==> config.mk <==
export PLATFORM = sky130hd
export DESIGN_NAME = if_stage
export DESIGN_NICKNAME = d
export VERILOG_FILES = /design/src/hw/fetch_ctrl_pkg.sv /design/src/hw/instr_bus_pkg.sv /design/src/hw/pc_select.sv /design/src/hw/fetch_bus_master.sv /design/src/hw/prefetch_fifo.sv /design/src/hw/if_id_pipe_reg.sv /design/src/hw/if_stage.sv
export SDC_FILE = /design/constraint.sdc
export NUM_CORES = 1
export LEC_CHECK = 0
export ABC_AREA = 1
export BUFFER_PORTS_ARGS = -buffer_cell sky130_fd_sc_hd__buf_2
export CAP_MARGIN = 10
export CORE_MARGIN = 5
export CORE_UTILIZATION = 50
export CTS_CLUSTER_SIZE = 16
export DETAILED_ROUTE_END_ITERATION = 10
export GPL_TIMING_DRIVEN = 0
export PLACE_DENSITY = 0.88
export SLEW_MARGIN = 20
export SYNTH_ARGS = -nofsm -noshare
export SYNTH_HDL_FRONTEND = slang
export SYNTH_SLANG_ARGS = --single-unit
==> constraint.sdc <==
create_clock -name clk -period 4.3 [get_ports clk]
set_input_delay 0 -clock clk [delete_from_list [all_inputs] [get_ports clk]]
set_output_delay 0 -clock clk [all_outputs]
set_load 0.005 [all_outputs]
==> src/hw/fetch_ctrl_pkg.sv <==
package fetch_ctrl_pkg;

  ////////////////////
  // Redirect sources
  ////////////////////

  // Source of the next fetch address when a redirect is requested
  typedef enum logic [2:0] {
    PC_BOOT     = 3'd0,
    PC_JUMP     = 3'd1,
    PC_BRANCH   = 3'd2,
    PC_MRET     = 3'd3,
    PC_TRAP_EXC = 3'd4,
    PC_TRAP_IRQ = 3'd5
  } pc_mux_e;

  ////////////////////
  // Trap addressing
  ////////////////////

  // Trap base field taken from mtvec
  localparam int unsigned MTVEC_W = 25;

  // Zero bits appended below the trap base
  localparam int unsigned TRAP_OFFS_W = 32 - MTVEC_W;

  // Interrupt number width
  // Vector slots sit one word apart above the trap base
  localparam int unsigned IRQ_ID_W = 5;

  ////////////////////
  // Sequential fetch
  ////////////////////

  // Address step between consecutive fetches in bytes
  localparam logic [31:0] FETCH_STEP = 32'd4;

endpackage

==> src/hw/instr_bus_pkg.sv <==
package instr_bus_pkg;

  ////////////////////
  // Bus widths
  ////////////////////

  localparam int unsigned ADDR_W = 32;
  localparam int unsigned DATA_W = 32;

  ////////////////////
  // Response payload
  ////////////////////

  // Fetched word together with the bus error flag
  typedef struct packed {
    logic [DATA_W-1:0] rdata;
    logic              err;
  } instr_resp_t;

  // Empty response
  localparam instr_resp_t INSTR_RESP_RESET = '{rdata: '0, err: 1'b0};

endpackage

==> src/hw/pc_select.sv <==
`timescale 1ns/1ps

module pc_select import fetch_ctrl_pkg::*; (
  // Redirect request and source
  input  pc_mux_e              pc_mux_i,
  input  logic                 pc_set_i,

  // Candidate targets
  input  logic [31:0]          boot_addr_i,
  input  logic [31:0]          jump_target_i,
  input  logic [31:0]          branch_target_i,
  input  logic [31:0]          mepc_i,
  input  logic [MTVEC_W-1:0]   mtvec_addr_i,
  input  logic [IRQ_ID_W-1:0]  irq_id_i,

  // Word aligned fetch target
  output logic [31:0]          branch_addr_o,
  // Tells the CSR file to set up mtvec
  output logic                 csr_mtvec_init_o
);

  // Raw target before word alignment
  logic [31:0] target;

  ////////////////////
  // Target mux
  ////////////////////

  always_comb begin
    // Boot address unless a source below matches
    target = boot_addr_i;
    case (pc_mux_i)
      PC_BOOT:     target = boot_addr_i;
      PC_JUMP:     target = jump_target_i;
      PC_BRANCH:   target = branch_target_i;
      // Return to the interrupted instruction
      PC_MRET:     target = mepc_i;
      // All exceptions share the trap base
      PC_TRAP_EXC: target = {mtvec_addr_i, {TRAP_OFFS_W{1'b0}}};
      // Vectored interrupts land one word per interrupt number above the base
      PC_TRAP_IRQ: target = {mtvec_addr_i, irq_id_i, {(TRAP_OFFS_W - IRQ_ID_W){1'b0}}};
      default:     target = boot_addr_i;
    endcase
  end

  // Only 32-bit words are fetched
  assign branch_addr_o = {target[31:2], 2'b00};

  // One pulse per boot redirect
  assign csr_mtvec_init_o = pc_set_i && (pc_mux_i == PC_BOOT);

endmodule

==> src/hw/fetch_bus_master.sv <==
`timescale 1ns/1ps

module fetch_bus_master import fetch_ctrl_pkg::*, instr_bus_pkg::*; #(
  parameter int unsigned FIFO_DEPTH = 2,
  parameter int unsigned CNT_W      = 2
) (
  input  logic              clk,
  input  logic              rst_n,

  // Redirect
  input  logic              pc_set_i,
  input  logic [ADDR_W-1:0] branch_addr_i,

  // Prefetch FIFO fill level
  input  logic [CNT_W-1:0]  fifo_cnt_i,

  // Instruction bus
  output logic              instr_req_o,
  output logic [ADDR_W-1:0] instr_addr_o,
  input  logic              instr_gnt_i,
  input  logic              instr_rvalid_i,
  input  logic [DATA_W-1:0] instr_rdata_i,
  input  logic              instr_err_i,

  // Push into the prefetch FIFO
  output logic              push_valid_o,
  output instr_resp_t       push_data_o,
  output logic [ADDR_W-1:0] push_addr_o
);

  localparam int unsigned PTR_W        = $clog2(FIFO_DEPTH);
  // Stale responses may pile up over several quick redirects
  localparam int unsigned DISC_W       = CNT_W + 2;
  localparam int unsigned INFLIGHT_MAX = (1 << DISC_W) - 1;

  logic              fetch_active_q;
  logic [ADDR_W-1:0] addr_q;
  logic              redir_pend_q;
  logic [ADDR_W-1:0] redir_addr_q;
  logic [CNT_W-1:0]  outstnd_q;
  logic [DISC_W-1:0] discard_q;
  logic [ADDR_W-1:0] aq_mem [FIFO_DEPTH];
  logic [PTR_W-1:0]  aq_wr_q;
  logic [PTR_W-1:0]  aq_rd_q;

  logic has_room;
  logic below_cap;
  logic grant;
  logic req_wait;
  logic grant_stale;
  logic grant_live;
  logic drop_rsp;
  logic live_rsp;

  function automatic logic [PTR_W-1:0] ptr_inc(input logic [PTR_W-1:0] ptr);
    if (ptr == PTR_W'(FIFO_DEPTH - 1)) begin
      return '0;
    end
    return ptr + 1'b1;
  endfunction

  ////////////////////
  // Address phase
  ////////////////////

  // Every live request needs a free FIFO entry when it returns
  assign has_room  = (int'(outstnd_q) + int'(fifo_cnt_i)) < FIFO_DEPTH;
  // Cap on everything still on the bus, stale or live
  assign below_cap = (int'(discard_q) + int'(outstnd_q)) < INFLIGHT_MAX;

  assign instr_req_o  = fetch_active_q && has_room && below_cap;
  assign instr_addr_o = addr_q;

  assign grant    = instr_req_o && instr_gnt_i;
  assign req_wait = instr_req_o && !instr_gnt_i;

  // Grant of an old address while a redirect is taken or parked
  assign grant_stale = grant && (pc_set_i || redir_pend_q);
  assign grant_live  = grant && !grant_stale;

  always_ff @(posedge clk or negedge rst_n) begin
    if (!rst_n) begin
      fetch_active_q <= 1'b0;
      addr_q         <= '0;
      redir_pend_q   <= 1'b0;
    end else if (pc_set_i) begin
      // First redirect starts fetching
      fetch_active_q <= 1'b1;
      // A request waiting for gnt keeps its address
      redir_pend_q   <= req_wait;
      if (!req_wait) begin
        addr_q <= branch_addr_i;
      end
    end else if (grant) begin
      redir_pend_q <= 1'b0;
      addr_q       <= redir_pend_q ? redir_addr_q : addr_q + FETCH_STEP;
    end
  end

  // Parked redirect target
  always_ff @(posedge clk) begin
    if (pc_set_i) begin
      redir_addr_q <= branch_addr_i;
    end
  end

  ////////////////////
  // Response phase
  ////////////////////

  // Responses come back in order so stale ones come first
  assign drop_rsp = instr_rvalid_i && (discard_q != '0);
  assign live_rsp = instr_rvalid_i && (discard_q == '0);

  always_ff @(posedge clk or negedge rst_n) begin
    if (!rst_n) begin
      outstnd_q <= '0;
      discard_q <= '0;
    end else if (pc_set_i) begin
      // Live requests left on the bus turn stale
      outstnd_q <= '0;
      discard_q <= discard_q + DISC_W'(outstnd_q) + DISC_W'(grant_stale)
                   - DISC_W'(drop_rsp) - DISC_W'(live_rsp);
    end else begin
      outstnd_q <= outstnd_q + CNT_W'(grant_live) - CNT_W'(live_rsp);
      discard_q <= discard_q + DISC_W'(grant_stale) - DISC_W'(drop_rsp);
    end
  end

  // Addresses of live requests in bus order
  always_ff @(posedge clk) begin
    if (grant_live) begin
      aq_mem[aq_wr_q] <= addr_q;
    end
  end

  always_ff @(posedge clk or negedge rst_n) begin
    if (!rst_n) begin
      aq_wr_q <= '0;
      aq_rd_q <= '0;
    end else if (pc_set_i) begin
      // New stream starts with an empty queue
      aq_rd_q <= aq_wr_q;
    end else begin
      if (grant_live) begin
        aq_wr_q <= ptr_inc(aq_wr_q);
      end
      if (live_rsp) begin
        aq_rd_q <= ptr_inc(aq_rd_q);
      end
    end
  end

  // Word goes to the FIFO tagged with its own PC
  assign push_valid_o = live_rsp;
  assign push_data_o  = '{rdata: instr_rdata_i, err: instr_err_i};
  assign push_addr_o  = aq_mem[aq_rd_q];

endmodule

==> src/hw/prefetch_fifo.sv <==
`timescale 1ns/1ps

module prefetch_fifo import instr_bus_pkg::*; #(
  parameter int unsigned FIFO_DEPTH = 2,
  parameter int unsigned CNT_W      = 2
) (
  input  logic              clk,
  input  logic              rst_n,

  // Redirect empties the buffer
  input  logic              flush_i,

  // Write side from the bus master
  input  logic              push_valid_i,
  input  instr_resp_t       push_data_i,
  input  logic [ADDR_W-1:0] push_addr_i,

  // Read side towards IF/ID
  input  logic              pop_ready_i,
  output logic              pop_valid_o,
  output instr_resp_t       pop_data_o,
  output logic [ADDR_W-1:0] pop_addr_o,

  // Fill level
  output logic [CNT_W-1:0]  cnt_o
);

  localparam int unsigned PTR_W = $clog2(FIFO_DEPTH);

  instr_resp_t       data_mem [FIFO_DEPTH];
  logic [ADDR_W-1:0] addr_mem [FIFO_DEPTH];
  logic [PTR_W-1:0]  wr_q;
  logic [PTR_W-1:0]  rd_q;
  logic [CNT_W-1:0]  cnt_q;

  logic push;
  logic pop;

  function automatic logic [PTR_W-1:0] ptr_inc(input logic [PTR_W-1:0] ptr);
    if (ptr == PTR_W'(FIFO_DEPTH - 1)) begin
      return '0;
    end
    return ptr + 1'b1;
  endfunction

  // Words arriving during a flush belong to the old stream
  assign push = push_valid_i && !flush_i;

  // Head is hidden during a flush
  assign pop_valid_o = (cnt_q != '0) && !flush_i;
  assign pop         = pop_valid_o && pop_ready_i;

  ////////////////////
  // Storage
  ////////////////////

  always_ff @(posedge clk) begin
    if (push) begin
      data_mem[wr_q] <= push_data_i;
      addr_mem[wr_q] <= push_addr_i;
    end
  end

  assign pop_data_o = data_mem[rd_q];
  assign pop_addr_o = addr_mem[rd_q];

  ////////////////////
  // Pointers
  ////////////////////

  always_ff @(posedge clk or negedge rst_n) begin
    if (!rst_n) begin
      wr_q  <= '0;
      rd_q  <= '0;
      cnt_q <= '0;
    end else if (flush_i) begin
      wr_q  <= '0;
      rd_q  <= '0;
      cnt_q <= '0;
    end else begin
      if (push) begin
        wr_q <= ptr_inc(wr_q);
      end
      if (pop) begin
        rd_q <= ptr_inc(rd_q);
      end
      // master bounds requests so this never overflows
      cnt_q <= cnt_q + CNT_W'(push) - CNT_W'(pop);
    end
  end

  assign cnt_o = cnt_q;

endmodule

==> src/hw/if_id_pipe_reg.sv <==
`timescale 1ns/1ps

module if_id_pipe_reg import instr_bus_pkg::*; (
  input  logic              clk,
  input  logic              rst_n,

  // Control
  input  logic              flush_i,
  input  logic              halt_i,

  // From the prefetch FIFO
  input  logic              in_valid_i,
  input  instr_resp_t       in_data_i,
  input  logic [ADDR_W-1:0] in_addr_i,
  output logic              in_ready_o,

  // To ID
  input  logic              id_ready_i,
  output logic              if_id_valid_o,
  output logic [DATA_W-1:0] if_id_instr_o,
  output logic [ADDR_W-1:0] if_id_pc_o,
  output logic              if_id_err_o
);

  logic              valid_q;
  instr_resp_t       data_q;
  logic [ADDR_W-1:0] pc_q;
  logic              load;

  // Take a word when not halted and the stage is empty or draining
  assign in_ready_o = !halt_i && (!valid_q || id_ready_i);
  assign load       = in_valid_i && in_ready_o;

  ////////////////////
  // Valid flag
  ////////////////////

  always_ff @(posedge clk or negedge rst_n) begin
    if (!rst_n) begin
      valid_q <= 1'b0;
    end else if (flush_i) begin
      // Redirect kills the word in IF/ID
      valid_q <= 1'b0;
    end else if (load) begin
      valid_q <= 1'b1;
    end else if (id_ready_i) begin
      valid_q <= 1'b0;
    end
  end

  ////////////////////
  // Payload
  ////////////////////

  // Held unchanged while ID stalls
  always_ff @(posedge clk or negedge rst_n) begin
    if (!rst_n) begin
      data_q <= INSTR_RESP_RESET;
      pc_q   <= '0;
    end else if (load) begin
      data_q <= in_data_i;
      pc_q   <= in_addr_i;
    end
  end

  assign if_id_valid_o = valid_q;
  assign if_id_instr_o = data_q.rdata;
  assign if_id_err_o   = data_q.err;
  assign if_id_pc_o    = pc_q;

endmodule

==> src/hw/if_stage.sv <==
`timescale 1ns/1ps

module if_stage import fetch_ctrl_pkg::*, instr_bus_pkg::*; #(
  parameter int unsigned FIFO_DEPTH = 2
) (
  input  logic                clk,
  input  logic                rst_n,

  // Redirect control
  input  logic                pc_set_i,
  input  pc_mux_e             pc_mux_i,
  input  logic [31:0]         boot_addr_i,
  input  logic [31:0]         jump_target_i,
  input  logic [31:0]         branch_target_i,
  input  logic [31:0]         mepc_i,
  input  logic [MTVEC_W-1:0]  mtvec_addr_i,
  input  logic [IRQ_ID_W-1:0] irq_id_i,
  input  logic                halt_if_i,
  output logic                csr_mtvec_init_o,

  // Instruction bus
  output logic                instr_req_o,
  output logic [ADDR_W-1:0]   instr_addr_o,
  input  logic                instr_gnt_i,
  input  logic                instr_rvalid_i,
  input  logic [DATA_W-1:0]   instr_rdata_i,
  input  logic                instr_err_i,

  // IF/ID handshake
  output logic                if_id_valid_o,
  output logic [DATA_W-1:0]   if_id_instr_o,
  output logic [ADDR_W-1:0]   if_id_pc_o,
  output logic                if_id_err_o,
  input  logic                id_ready_i
);

  // Counter holds 0 to FIFO_DEPTH
  localparam int unsigned CNT_W = $clog2(FIFO_DEPTH + 1);

  logic [ADDR_W-1:0] branch_addr;
  logic              push_valid;
  instr_resp_t       push_data;
  logic [ADDR_W-1:0] push_addr;
  logic [CNT_W-1:0]  fifo_cnt;
  logic              pop_valid;
  logic              pop_ready;
  instr_resp_t       pop_data;
  logic [ADDR_W-1:0] pop_addr;

  ////////////////////
  // Next PC
  ////////////////////

  pc_select i_pc_select (
    .pc_mux_i         (pc_mux_i),
    .pc_set_i         (pc_set_i),
    .boot_addr_i      (boot_addr_i),
    .jump_target_i    (jump_target_i),
    .branch_target_i  (branch_target_i),
    .mepc_i           (mepc_i),
    .mtvec_addr_i     (mtvec_addr_i),
    .irq_id_i         (irq_id_i),
    .branch_addr_o    (branch_addr),
    .csr_mtvec_init_o (csr_mtvec_init_o)
  );

  ////////////////////
  // Prefetcher
  ////////////////////

  fetch_bus_master #(
    .FIFO_DEPTH (FIFO_DEPTH),
    .CNT_W      (CNT_W)
  ) i_fetch_bus_master (
    .clk            (clk),
    .rst_n          (rst_n),
    .pc_set_i       (pc_set_i),
    .branch_addr_i  (branch_addr),
    .fifo_cnt_i     (fifo_cnt),
    .instr_req_o    (instr_req_o),
    .instr_addr_o   (instr_addr_o),
    .instr_gnt_i    (instr_gnt_i),
    .instr_rvalid_i (instr_rvalid_i),
    .instr_rdata_i  (instr_rdata_i),
    .instr_err_i    (instr_err_i),
    .push_valid_o   (push_valid),
    .push_data_o    (push_data),
    .push_addr_o    (push_addr)
  );

  prefetch_fifo #(
    .FIFO_DEPTH (FIFO_DEPTH),
    .CNT_W      (CNT_W)
  ) i_prefetch_fifo (
    .clk          (clk),
    .rst_n        (rst_n),
    .flush_i      (pc_set_i),
    .push_valid_i (push_valid),
    .push_data_i  (push_data),
    .push_addr_i  (push_addr),
    .pop_ready_i  (pop_ready),
    .pop_valid_o  (pop_valid),
    .pop_data_o   (pop_data),
    .pop_addr_o   (pop_addr),
    .cnt_o        (fifo_cnt)
  );

  ////////////////////
  // IF/ID register
  ////////////////////

  if_id_pipe_reg i_if_id_pipe_reg (
    .clk           (clk),
    .rst_n         (rst_n),
    .flush_i       (pc_set_i),
    .halt_i        (halt_if_i),
    .in_valid_i    (pop_valid),
    .in_data_i     (pop_data),
    .in_addr_i     (pop_addr),
    .in_ready_o    (pop_ready),
    .id_ready_i    (id_ready_i),
    .if_id_valid_o (if_id_valid_o),
    .if_id_instr_o (if_id_instr_o),
    .if_id_pc_o    (if_id_pc_o),
    .if_id_err_o   (if_id_err_o)
  );

endmodule

==> summary.md, run 1 <==
| Metric | Value |
|---|---|
| Peak VDD IR | `0.357 mV` |
| Syn-to-layout area delta | `30.7%` |
| Syn Area/Cell | `9.27 µm²` |
| Static Leak | `a little over 9 nW` |
| Number of antenna violations at the first check in global routing | `0` |
| Clk buf depth | `3` |
| Pre-Repair DR Iteration Count | `5` |
| Slew margin rel. | `0.438` |
| FF+latch area | `just over 9000 µm²` |
| Setup-failing EPs final | `0` |
| Vias | `13800` |
| Area after DPL | `17500 µm²` |
| Final instance area | `20100 µm²` |
| CTS tree | `yes` |
| Int Pwr | `0.00695 W` |
| Delay of the slowest critical-path stage | `~0.5 ns` |
| DPL Wire Length | `34200 µm` |
| Req. time, crit path | `4.72 ns` |
| Post-Syn Area | `15400 µm²` |
| Root Driver | `clkbuf_16` |
| # rows | `64` |
| Post-route minimum period | `just under 4 ns` |
| Port Buffer Count | `285` |
| Crit-path leading delay family | `adder cells` |
| Final wirelength | `47200 µm` |
| Die width | `roughly 190 µm` |
| Cells after Synth | `1657` |
| Register area share after synthesis | `0.598` |
| Slew Limit Fails | `0` |
| Num Clock Sinks | `324` |
| WL per Instance | `18.4 µm` |
| Hold_ws | `0.0104 ns` |
| Die height | `between 150 and 200 µm` |
| Hold wc startpoint | `boot_addr_i[25]` |
| Fillers | `2217` |
| Maxcap violations | `0` |
| PostCTS Resize Cnt | `0` |
| Yosys cell types | `39` |
| Sw Share | `0.352` |
| Crit share post-route | `0.912` |
| Post-CTS setup buffer count | `0` |
| Worst hold path class | `primary input to flip-flop` |
| RSZ-0062 raised after global routing | `false` |
| Combinational fraction of design power | `0.310` |
| Worst Path Buf+Inv | `1` |
| Worst slew pin tran | `0.843 ns` |
| Status | `complete, no violations` |
| Vias per cell | `5.40` |
| Critical Path Fanout Max | `5` |
| Clk pwr share | `0.246` |
| Placed cells | `2348` |
| Vias in the first global route | `~14000` |
| Largest net degree at the start of global routing | `70` |
| Flop pwr share | `0.445` |
| Critical Path Sink Type | `flip-flop` |
| P_sw | `between 0.003 and 0.004 W` |
| Critical Path Slowest Stage Cell | `fa_1` |
| Startpoint Class | `flip-flop` |
| CP Data Arrival Time | `about 4.3 ns` |
| Fraction of layout cells with a size suffix above 1 | `0.192` |
| Top FF cell, synth | `edfxtp_1` |
| Core area | `30400 µm²` |
| Critical path, cell by cell | `fa_1, nor2_1, nand2_1, a21oi_1, nand3_1, nor2_1, fa_1, inv_1, fa_1, fa_1, fa_1, xnor2_1, nand2_1, o21ai_0` |
| Clock latency at the later pin of the worst-skew pair | `roughly 0.56 ns` |
| First DRT Iteration DRCs | `between 1000 and 1500` |
| Die area | `34300 µm²` |
| Skew final | `0.0114 ns` |
| Fin nets | `2367` |
| GR Overflow Total | `0` |
| Internal reg-to-reg setup slack | `~0.38 ns` |
| Final Non-Filler Cells | `approximately 2600` |
| First-pass GRT wire length | `73700 µm` |
| Global Route Usage Sum | `0.271` |
| Worst setup startpoint | `i_fetch_bus_master.outstnd_q[1]` |
| Starting density of the core | `0.505` |
| DRC | `0` |
| Area occupied by multi-input gates | `around 5200 µm²` |
| Pwr dens | `between 500 and 600 nW/µm²` |
| Asr flop ratio synth | `0.333` |
| Fmax | `255 MHz` |
| Antenna viol nets, final | `0` |
| Total CTS buffers | `31` |
| Worst setup path class | `flip-flop to flip-flop` |
| Final Hold Fails | `0` |
| Most used cell, CP | `fa_1` |
| Worst reg2reg path startpoint | `i_fetch_bus_master.outstnd_q[1]` |
| Post-synthesis register bit count | `roughly 320` |
| GP Congestion | `roughly 0.9` |
| Diodes inserted | `0` |
| Total Power | `roughly 0.011 W` |
| EDFF count, synth | `216` |
| Clock-pin slew on the worst setup and hold paths | `0.06 ns` |
| Io pins | `approximately 300` |
| CTS H-tree depth | `1` |
| Synth Warn # | `0` |
-- cell families after synthesis --
family                   after synthesis  synth area share
buffers and inverters                242            0.0674
multiplexers                           1          0.000652
other                                  1          0.000244
XOR/XNOR                              15           0.00855
adder cells (fa/ha/maj)               23            0.0222
AND/OR/NAND/NOR                      869             0.240
AO/OA/AOI/OAI                        182            0.0629
flip-flops                           324             0.598
-- cells in the final DEF (no fill, tap or decap), types with 67 or more instances in the layout --
| master | n |
|---|---|
| nand2_1 | 574 |
| buf_2 | 309 |
| inv_1 | 152 |
| nor2_1 | 91 |
| edfxtp_1 | 216 |
| nand4_1 | 67 |
| nand3_1 | 106 |
| o21ai_0 | 133 |
| dlygate4sd3_1 | 157 |
| dfrtp_1 | 108 |
-- final timing paths --
path | to | cells past startpoint
max | i_fetch_bus_master.discard_q[2] | 14
min | i_fetch_bus_master.instr_addr_o[25] | 7
max reg2reg | i_fetch_bus_master.discard_q[2] | 14
min reg2reg | i_if_id_pipe_reg.if_id_pc_o[8] | 2
max in group asynchronous | i_fetch_bus_master.instr_addr_o[14] | 4
min in group asynchronous | i_if_id_pipe_reg.if_id_instr_o[25] | 4
-- timing repair --
item / CTS / global route
endpoints found under the setup margin: 0 / 0
hold buffers: 158 / 0
hold endpoints to repair: 237 / 0
-- synth_stat cells, types with 2 or more instances --
| cell type | n | area, µm² |
|---|---|---|
| nand2_1 | 574 | 2150 |
| edfxtp_1 | 216 | 6490 |
| inv_1 | 152 | 571 |
| o21ai_0 | 133 | 666 |
| dfrtp_1 | 108 | 2700 |
| nand3_1 | 106 | 531 |
| nor2_1 | 95 | 357 |
| nand4_1 | 67 | 419 |
| clkbuf_1 | 34 | 128 |
| buf_2 | 25 | 125 |
| a21oi_1 | 22 | 110 |
| ha_1 | 16 | 200 |
| buf_4 | 12 | 90.1 |
| o21ai_1 | 10 | 50.1 |
| xor2_1 | 9 | 78.8 |
| fa_1 | 7 | 140 |
| nand2_2 | 7 | 43.8 |
| buf_1 | 6 | 22.5 |
| buf_6 | 6 | 67.6 |
| inv_2 | 6 | 22.5 |
| xnor2_1 | 6 | 52.6 |
| a21oi_2 | 5 | 43.8 |
| nor2_2 | 5 | 31.3 |
| o211ai_1 | 4 | 30.0 |
| nand3b_1 | 3 | 22.5 |
| nor3_1 | 3 | 15.0 |
| o21bai_1 | 3 | 22.5 |
| o22ai_1 | 3 | 18.8 |
| nand3_2 | 2 | 20.0 |
| nand3_4 | 2 | 35.0 |
| nor2_4 | 2 | 22.5 |
-- registers in the layout (all words and copies together) (netlist names), 4 cells and up --
name                             flops
i_fetch_bus_master.aq_mem           60
i_fetch_bus_master.instr_addr_o     30
i_prefetch_fifo.addr_mem            60
i_if_id_pipe_reg.if_id_instr_o      32
i_fetch_bus_master.discard_q         4
i_if_id_pipe_reg.if_id_pc_o         30
i_prefetch_fifo.data_mem            66
i_fetch_bus_master.redir_addr_q     30
-- tightest hold or removal path: cells and delay by family --
kind | cells | cell delay, ns
simple gates | 5 | 0.38
buf+inv | 2 | 0.15
-- power groups by stage --
stage                     Clock, W  Sequential (W)  Combinational [W]
after floorplan                  0         0.00465            0.00176
after global placement           0         0.00475            0.00292
after detailed placement         0         0.00480            0.00311
after CTS                  0.00265         0.00475            0.00330
after global routing       0.00277         0.00484            0.00372
final                      0.00264         0.00477            0.00332
-- routing by layer --
layer  wire length (µm)  part of all wire  track usage  vias to the layer above
li1                   -                 -            -                     6459
met1              17000              0.36        0.321                     6447
met2              24200              0.51        0.500                      784
met3               3810             0.081       0.0344                      139
met4               2240             0.047        0.107                        0
met5                  0                 0            0                        -
-- metrics by stage --
| step | setup slack, ns | util | setup TNS [ns] |
|---|---|---|---|
| floorplan | 0.0116 | - | 0 |
| global placement | -1.36 | 0.568 | -169.96 |
| detailed placement | 0.364 | 0.576 | 0 |
| CTS | 0.359 | 0.660 | 0 |
| global route | 0.135 | 0.660 | 0 |
| finish | 0.379 | 0.660 | 0 |
-- final cells by class --
class | instances | share of cell area
clock inverter | 11 | 0.00573
multi-input combinational | 1094 | 0.258
inverter | 159 | 0.0300
sequential | 324 | 0.457
timing repair buffer | 450 | 0.160
clock buffer | 46 | 0.0429
tap | 396 | 0.0247
buffer | 83 | 0.0216
Power figures use the tool's default switching activity.
==> inputs of run 2 (changes only) <==
--- a/config.mk
+++ b/config.mk
@@ -5,7 +5,6 @@
 export SDC_FILE = /design/constraint.sdc
 export NUM_CORES = 1
 export LEC_CHECK = 0
-export ABC_AREA = 1
 export BUFFER_PORTS_ARGS = -buffer_cell sky130_fd_sc_hd__buf_2
 export CAP_MARGIN = 10
 export CORE_MARGIN = 5
@@ -13,7 +12,7 @@
 export CTS_CLUSTER_SIZE = 16
 export DETAILED_ROUTE_END_ITERATION = 10
 export GPL_TIMING_DRIVEN = 0
-export PLACE_DENSITY = 0.88
+export PLACE_DENSITY = 0.89
 export SLEW_MARGIN = 20
 export SYNTH_ARGS = -nofsm -noshare
 export SYNTH_HDL_FRONTEND = slang
==> summary.md, run 2 <==
| Metric | Value |
|---|---|
| Antenna viol nets, final | `0 (unchanged)` |
| GR Overflow Total | `0 (unchanged)` |
| Vias | `11600 (was 13800)` |
| WL per Instance | `23.2 µm (was 18.4 µm)` |
| # rows | `63 (was 64)` |
| Vias per cell | `5.83 (was 5.40)` |
| Static Leak | `7.51 nW (was 9.13 nW)` |
| Synth top cells by count | `216 x edfxtp_1, 108 x dfrtp_1, 105 x nor2_1 (was 574 x nand2_1, 216 x edfxtp_1, 152 x inv_1)` |
| Clk buf depth | `3 (unchanged)` |
| DRC | `0 (unchanged)` |
| First DRT Iteration DRCs | `957 (was 1261)` |
| Final wirelength | `46100 µm (was 47200 µm)` |
| Starting density of the core | `0.504 (was 0.505)` |
| Worst hold path class | `primary input to flip-flop (unchanged)` |
| Fraction of layout cells with a size suffix above 1 | `0.288 (was 0.192)` |
| Final worst slack | `0.145 ns (was 0.379 ns)` |
| Die area | `33300 µm² (was 34300 µm²)` |
| Maxcap violations | `0 (unchanged)` |
| Syn Area/Cell | `13.0 µm² (was 9.27 µm²)` |
| CTS H-tree depth | `1 (unchanged)` |
| Largest net degree at the start of global routing | `74 (was 70)` |
| Root Driver | `clkbuf_16 (unchanged)` |
| DPL Wire Length | `33000 µm (was 34200 µm)` |
| Pre-CTS WS | `-0.563 ns (was 0.364 ns)` |
| Top cells by area, synth | `edfxtp_1 44%, dfrtp_1 18%, mux2i_1 5.9% (was edfxtp_1 42%, dfrtp_1 18%, nand2_1 14%)` |
| Most common cell in the synthesized netlist | `edfxtp_1 (was nand2_1)` |
| EDFF count, synth | `216 (unchanged)` |
| Placed cells | `1827 (was 2348)` |
| Fin nets | `1791 (was 2367)` |
| Total Power | `0.0109 W (was 0.0107 W)` |
| Hold Path Sink | `i_fetch_bus_master.instr_addr_o[29] (was i_fetch_bus_master.instr_addr_o[25])` |
| Reg with most FFs | `i_prefetch_fifo.data_mem (unchanged)` |
| Die height | `182 µm (was 185 µm)` |
| Post-Route M1 WL | `16500 µm (was 17000 µm)` |
| CTS tree | `yes (unchanged)` |
| Port Buffer Count | `287 (was 285)` |
| Post-Syn Area | `14900 µm² (was 15400 µm²)` |
| Largest area contributor in the netlist | `edfxtp_1 (unchanged)` |
| Top FF cell, synth | `edfxtp_1 (unchanged)` |
| Clock-pin slew on the worst setup and hold paths | `0.07 ns (was 0.06 ns)` |
| Most common cell after layout, fill and taps aside | `buf_2 (was nand2_1)` |
| Setup-failing EPs final | `0 (unchanged)` |
| R2R depth | `14 (unchanged)` |
| Pre-Repair DR Iteration Count | `5 (unchanged)` |
| Final Non-Filler Cells | `1982 (was 2563)` |
| WL met3 | `4040 µm (was 3810 µm)` |
| GP Congestion | `0.912 (was 0.925)` |
| Slew Limit Fails | `0 (unchanged)` |
| Die width | `182 µm (was 185 µm)` |
| Register area share after synthesis | `0.619 (was 0.598)` |
| Number of antenna violations at the first check in global routing | `0 (unchanged)` |
| Internal reg-to-reg setup slack | `0.14 ns (was 0.38 ns)` |
| Cells after Synth | `1139 (was 1657)` |
| Global Route Usage Sum | `0.269 (was 0.271)` |
| Worst setup path class | `flip-flop to flip-flop (unchanged)` |
| Critical Path Sink Type | `flip-flop (unchanged)` |
| Yosys top cell area share | `0.437 (was 0.422)` |
| Worst R2R End | `i_fetch_bus_master.discard_q[2] (unchanged)` |
| Req. time, crit path | `4.77 ns (was 4.72 ns)` |
| Hold wc startpoint | `branch_target_i[29] (was boot_addr_i[25])` |
| Yosys cell types | `86 (was 39)` |
| Crit share post-route | `0.966 (was 0.912)` |
| Worst reg2reg path startpoint | `i_fetch_bus_master.discard_q[0] (was i_fetch_bus_master.outstnd_q[1])` |
| Total CTS buffers | `31 (unchanged)` |
| Number of flip-flops under the largest register name | `66 (unchanged)` |
| Startpoint Class | `flip-flop (unchanged)` |
| Hold_ws | `0.0302 ns (was 0.0104 ns)` |
| Io pins | `301 (unchanged)` |
| Fmax | `241 MHz (was 255 MHz)` |
| Area after DPL | `17000 µm² (was 17500 µm²)` |
| Vias in the first global route | `12200 (was 14200)` |
| Highest metal used | `met4 (unchanged)` |
| Post-synthesis register bit count | `324 (unchanged)` |
| Pwr dens | `578 nW/µm² (was 534 nW/µm²)` |
| Final instance area | `18900 µm² (was 20100 µm²)` |
| Commonest cells after routing, fill and taps aside | `305 x buf_2, 216 x edfxtp_1, 108 x dfrtp_1 (was 574 x nand2_1, 309 x buf_2, 216 x edfxtp_1)` |
| Core area | `29500 µm² (was 30400 µm²)` |
| Biggest registers after layout | `i_prefetch_fifo.data_mem: 66 flops, i_fetch_bus_master.aq_mem: 60 flops, i_prefetch_fifo.addr_mem: 60 flops (unchanged)` |
| Clock latency at the later pin of the worst-skew pair | `0.55 ns (was 0.56 ns)` |
| Status | `complete, no violations (unchanged)` |
| Peak VDD IR | `0.371 mV (was 0.357 mV)` |
| RSZ-0062 raised after global routing | `false (unchanged)` |
| First-pass GRT wire length | `69500 µm (was 73700 µm)` |
| Asr flop ratio synth | `0.333 (unchanged)` |
| CP Data Arrival Time | `4.62 ns (was 4.34 ns)` |
| Final Hold Fails | `0 (unchanged)` |
| Syn-to-layout area delta | `27.4% (was 30.7%)` |
| Skew final | `0.0146 ns (was 0.0114 ns)` |
| Met2 wire len | `23000 µm (was 24200 µm)` |
| Cell depth of the worst hold path | `4 (was 7)` |
| Num Clock Sinks | `324 (unchanged)` |
| Fillers | `2215 (was 2217)` |
| Critical Path Fanout Max | `4 (was 5)` |
| Slew margin rel. | `0.390 (was 0.438)` |
| Post-route minimum period | `4.16 ns (was 3.92 ns)` |
| Synth Warn # | `0 (unchanged)` |
| Worst slew pin tran | `0.891 ns (was 0.843 ns)` |
| Diodes inserted | `0 (unchanged)` |
-- run 2: cell count changes after synthesis, sizes merged, moves of 52 or more --
| cell | delta |
|---|---|
| nand3 | -80 |
| nand2 | -542 |
| mux2 | +52 |
| mux2i | +86 |
| a21oi | +53 |
| inv | -121 |
| o21ai | -126 |
-- run 2: worst max-delay path by stage --
stage,start,end
floorplan,i_fetch_bus_master.discard_q[0],i_fetch_bus_master.discard_q[2]
global placement,pc_set_i,i_prefetch_fifo.data_mem[0][20]
detailed placement,i_fetch_bus_master.outstnd_q[0],i_fetch_bus_master.discard_q[2]
CTS,i_fetch_bus_master.discard_q[0],i_fetch_bus_master.discard_q[2]
global route,i_fetch_bus_master.discard_q[0],i_fetch_bus_master.discard_q[2]
finish,i_fetch_bus_master.discard_q[0],i_fetch_bus_master.discard_q[2]
-- run 2: critical path, cell delays in order, from the launching register on --
cell      delay [ns]
dfrtp_1         0.40
ha_1            0.24
fa_1            0.51
nand3b_1        0.11
or4_4           0.48
nand3_4         0.12
nor2_2          0.07
fa_1            0.52
inv_1           0.05
fa_1            0.45
fa_2            0.37
fa_1            0.38
xnor2_1         0.15
nor2_1          0.05
a21oi_1         0.17
-- run 2: kinds of logic (layout without fill, tap and decap cells) --
kind of cell | Yosys count | after routing | share of synthesized area
xor gates and xnor gates | 19 | 19 | 0.0112
AOI/OAI and AO/OA | 231 | 231 | 0.110
and+or+nand+nor | 284 | 284 | 0.0988
adders and majority gates | 23 | 23 | 0.0229
DFF | 324 | 324 | 0.619
buffers and inverters | 115 | 565 | 0.0360
muxes | 142 | 142 | 0.103
other | 1 | 4 | 0.000252
-- run 2: through the flow --
stage	util	setup TNS (ns)
2_1_floorplan	-	0
3_3_place_gp	0.570	-107.97
3_5_place_dp	0.575	-1.41
4_1_cts	0.641	0
5_1_grt	0.642	0
6_report	0.642	0
-- run 2: metal layers --
layer,vias up,global-route usage
met2,708,0.476
met5,-,0
met1,5544,0.319
met3,144,0.0474
met4,0,0.128
li1,5160,-
-- run 2: timing repair --
| action | CTS | global route |
|---|---|---|
| buffers inserted | 1 | 2 |
| gates resized for setup | 4 | 3 |
| hold endpoints to repair | 218 | 0 |
| endpoints found under the setup margin | 4 | 3 |
| pin swaps | 1 | 1 |
| hold buffers | 96 | 0 |
-- run 2: layout make-up --
class | count | area, µm² | area share
repair buffers | 394 | 2560 | 0.135
clock buffers | 43 | 821 | 0.0434
multi-input cells | 703 | 5190 | 0.274
clock inverters | 15 | 154 | 0.00813
plain buffers | 73 | 377 | 0.0199
flip-flops and latches | 324 | 9190 | 0.485
well taps | 390 | 488 | 0.0258
inverters | 40 | 150 | 0.00793
-- run 2: where the power goes --
| part | switching [W] | internal [W] | total, W |
|---|---|---|---|
| registers | 0.000634 | 0.00414 | 0.00478 |
| clock network | 0.00113 | 0.00151 | 0.00265 |
| logic | 0.00200 | 0.00152 | 0.00352 |
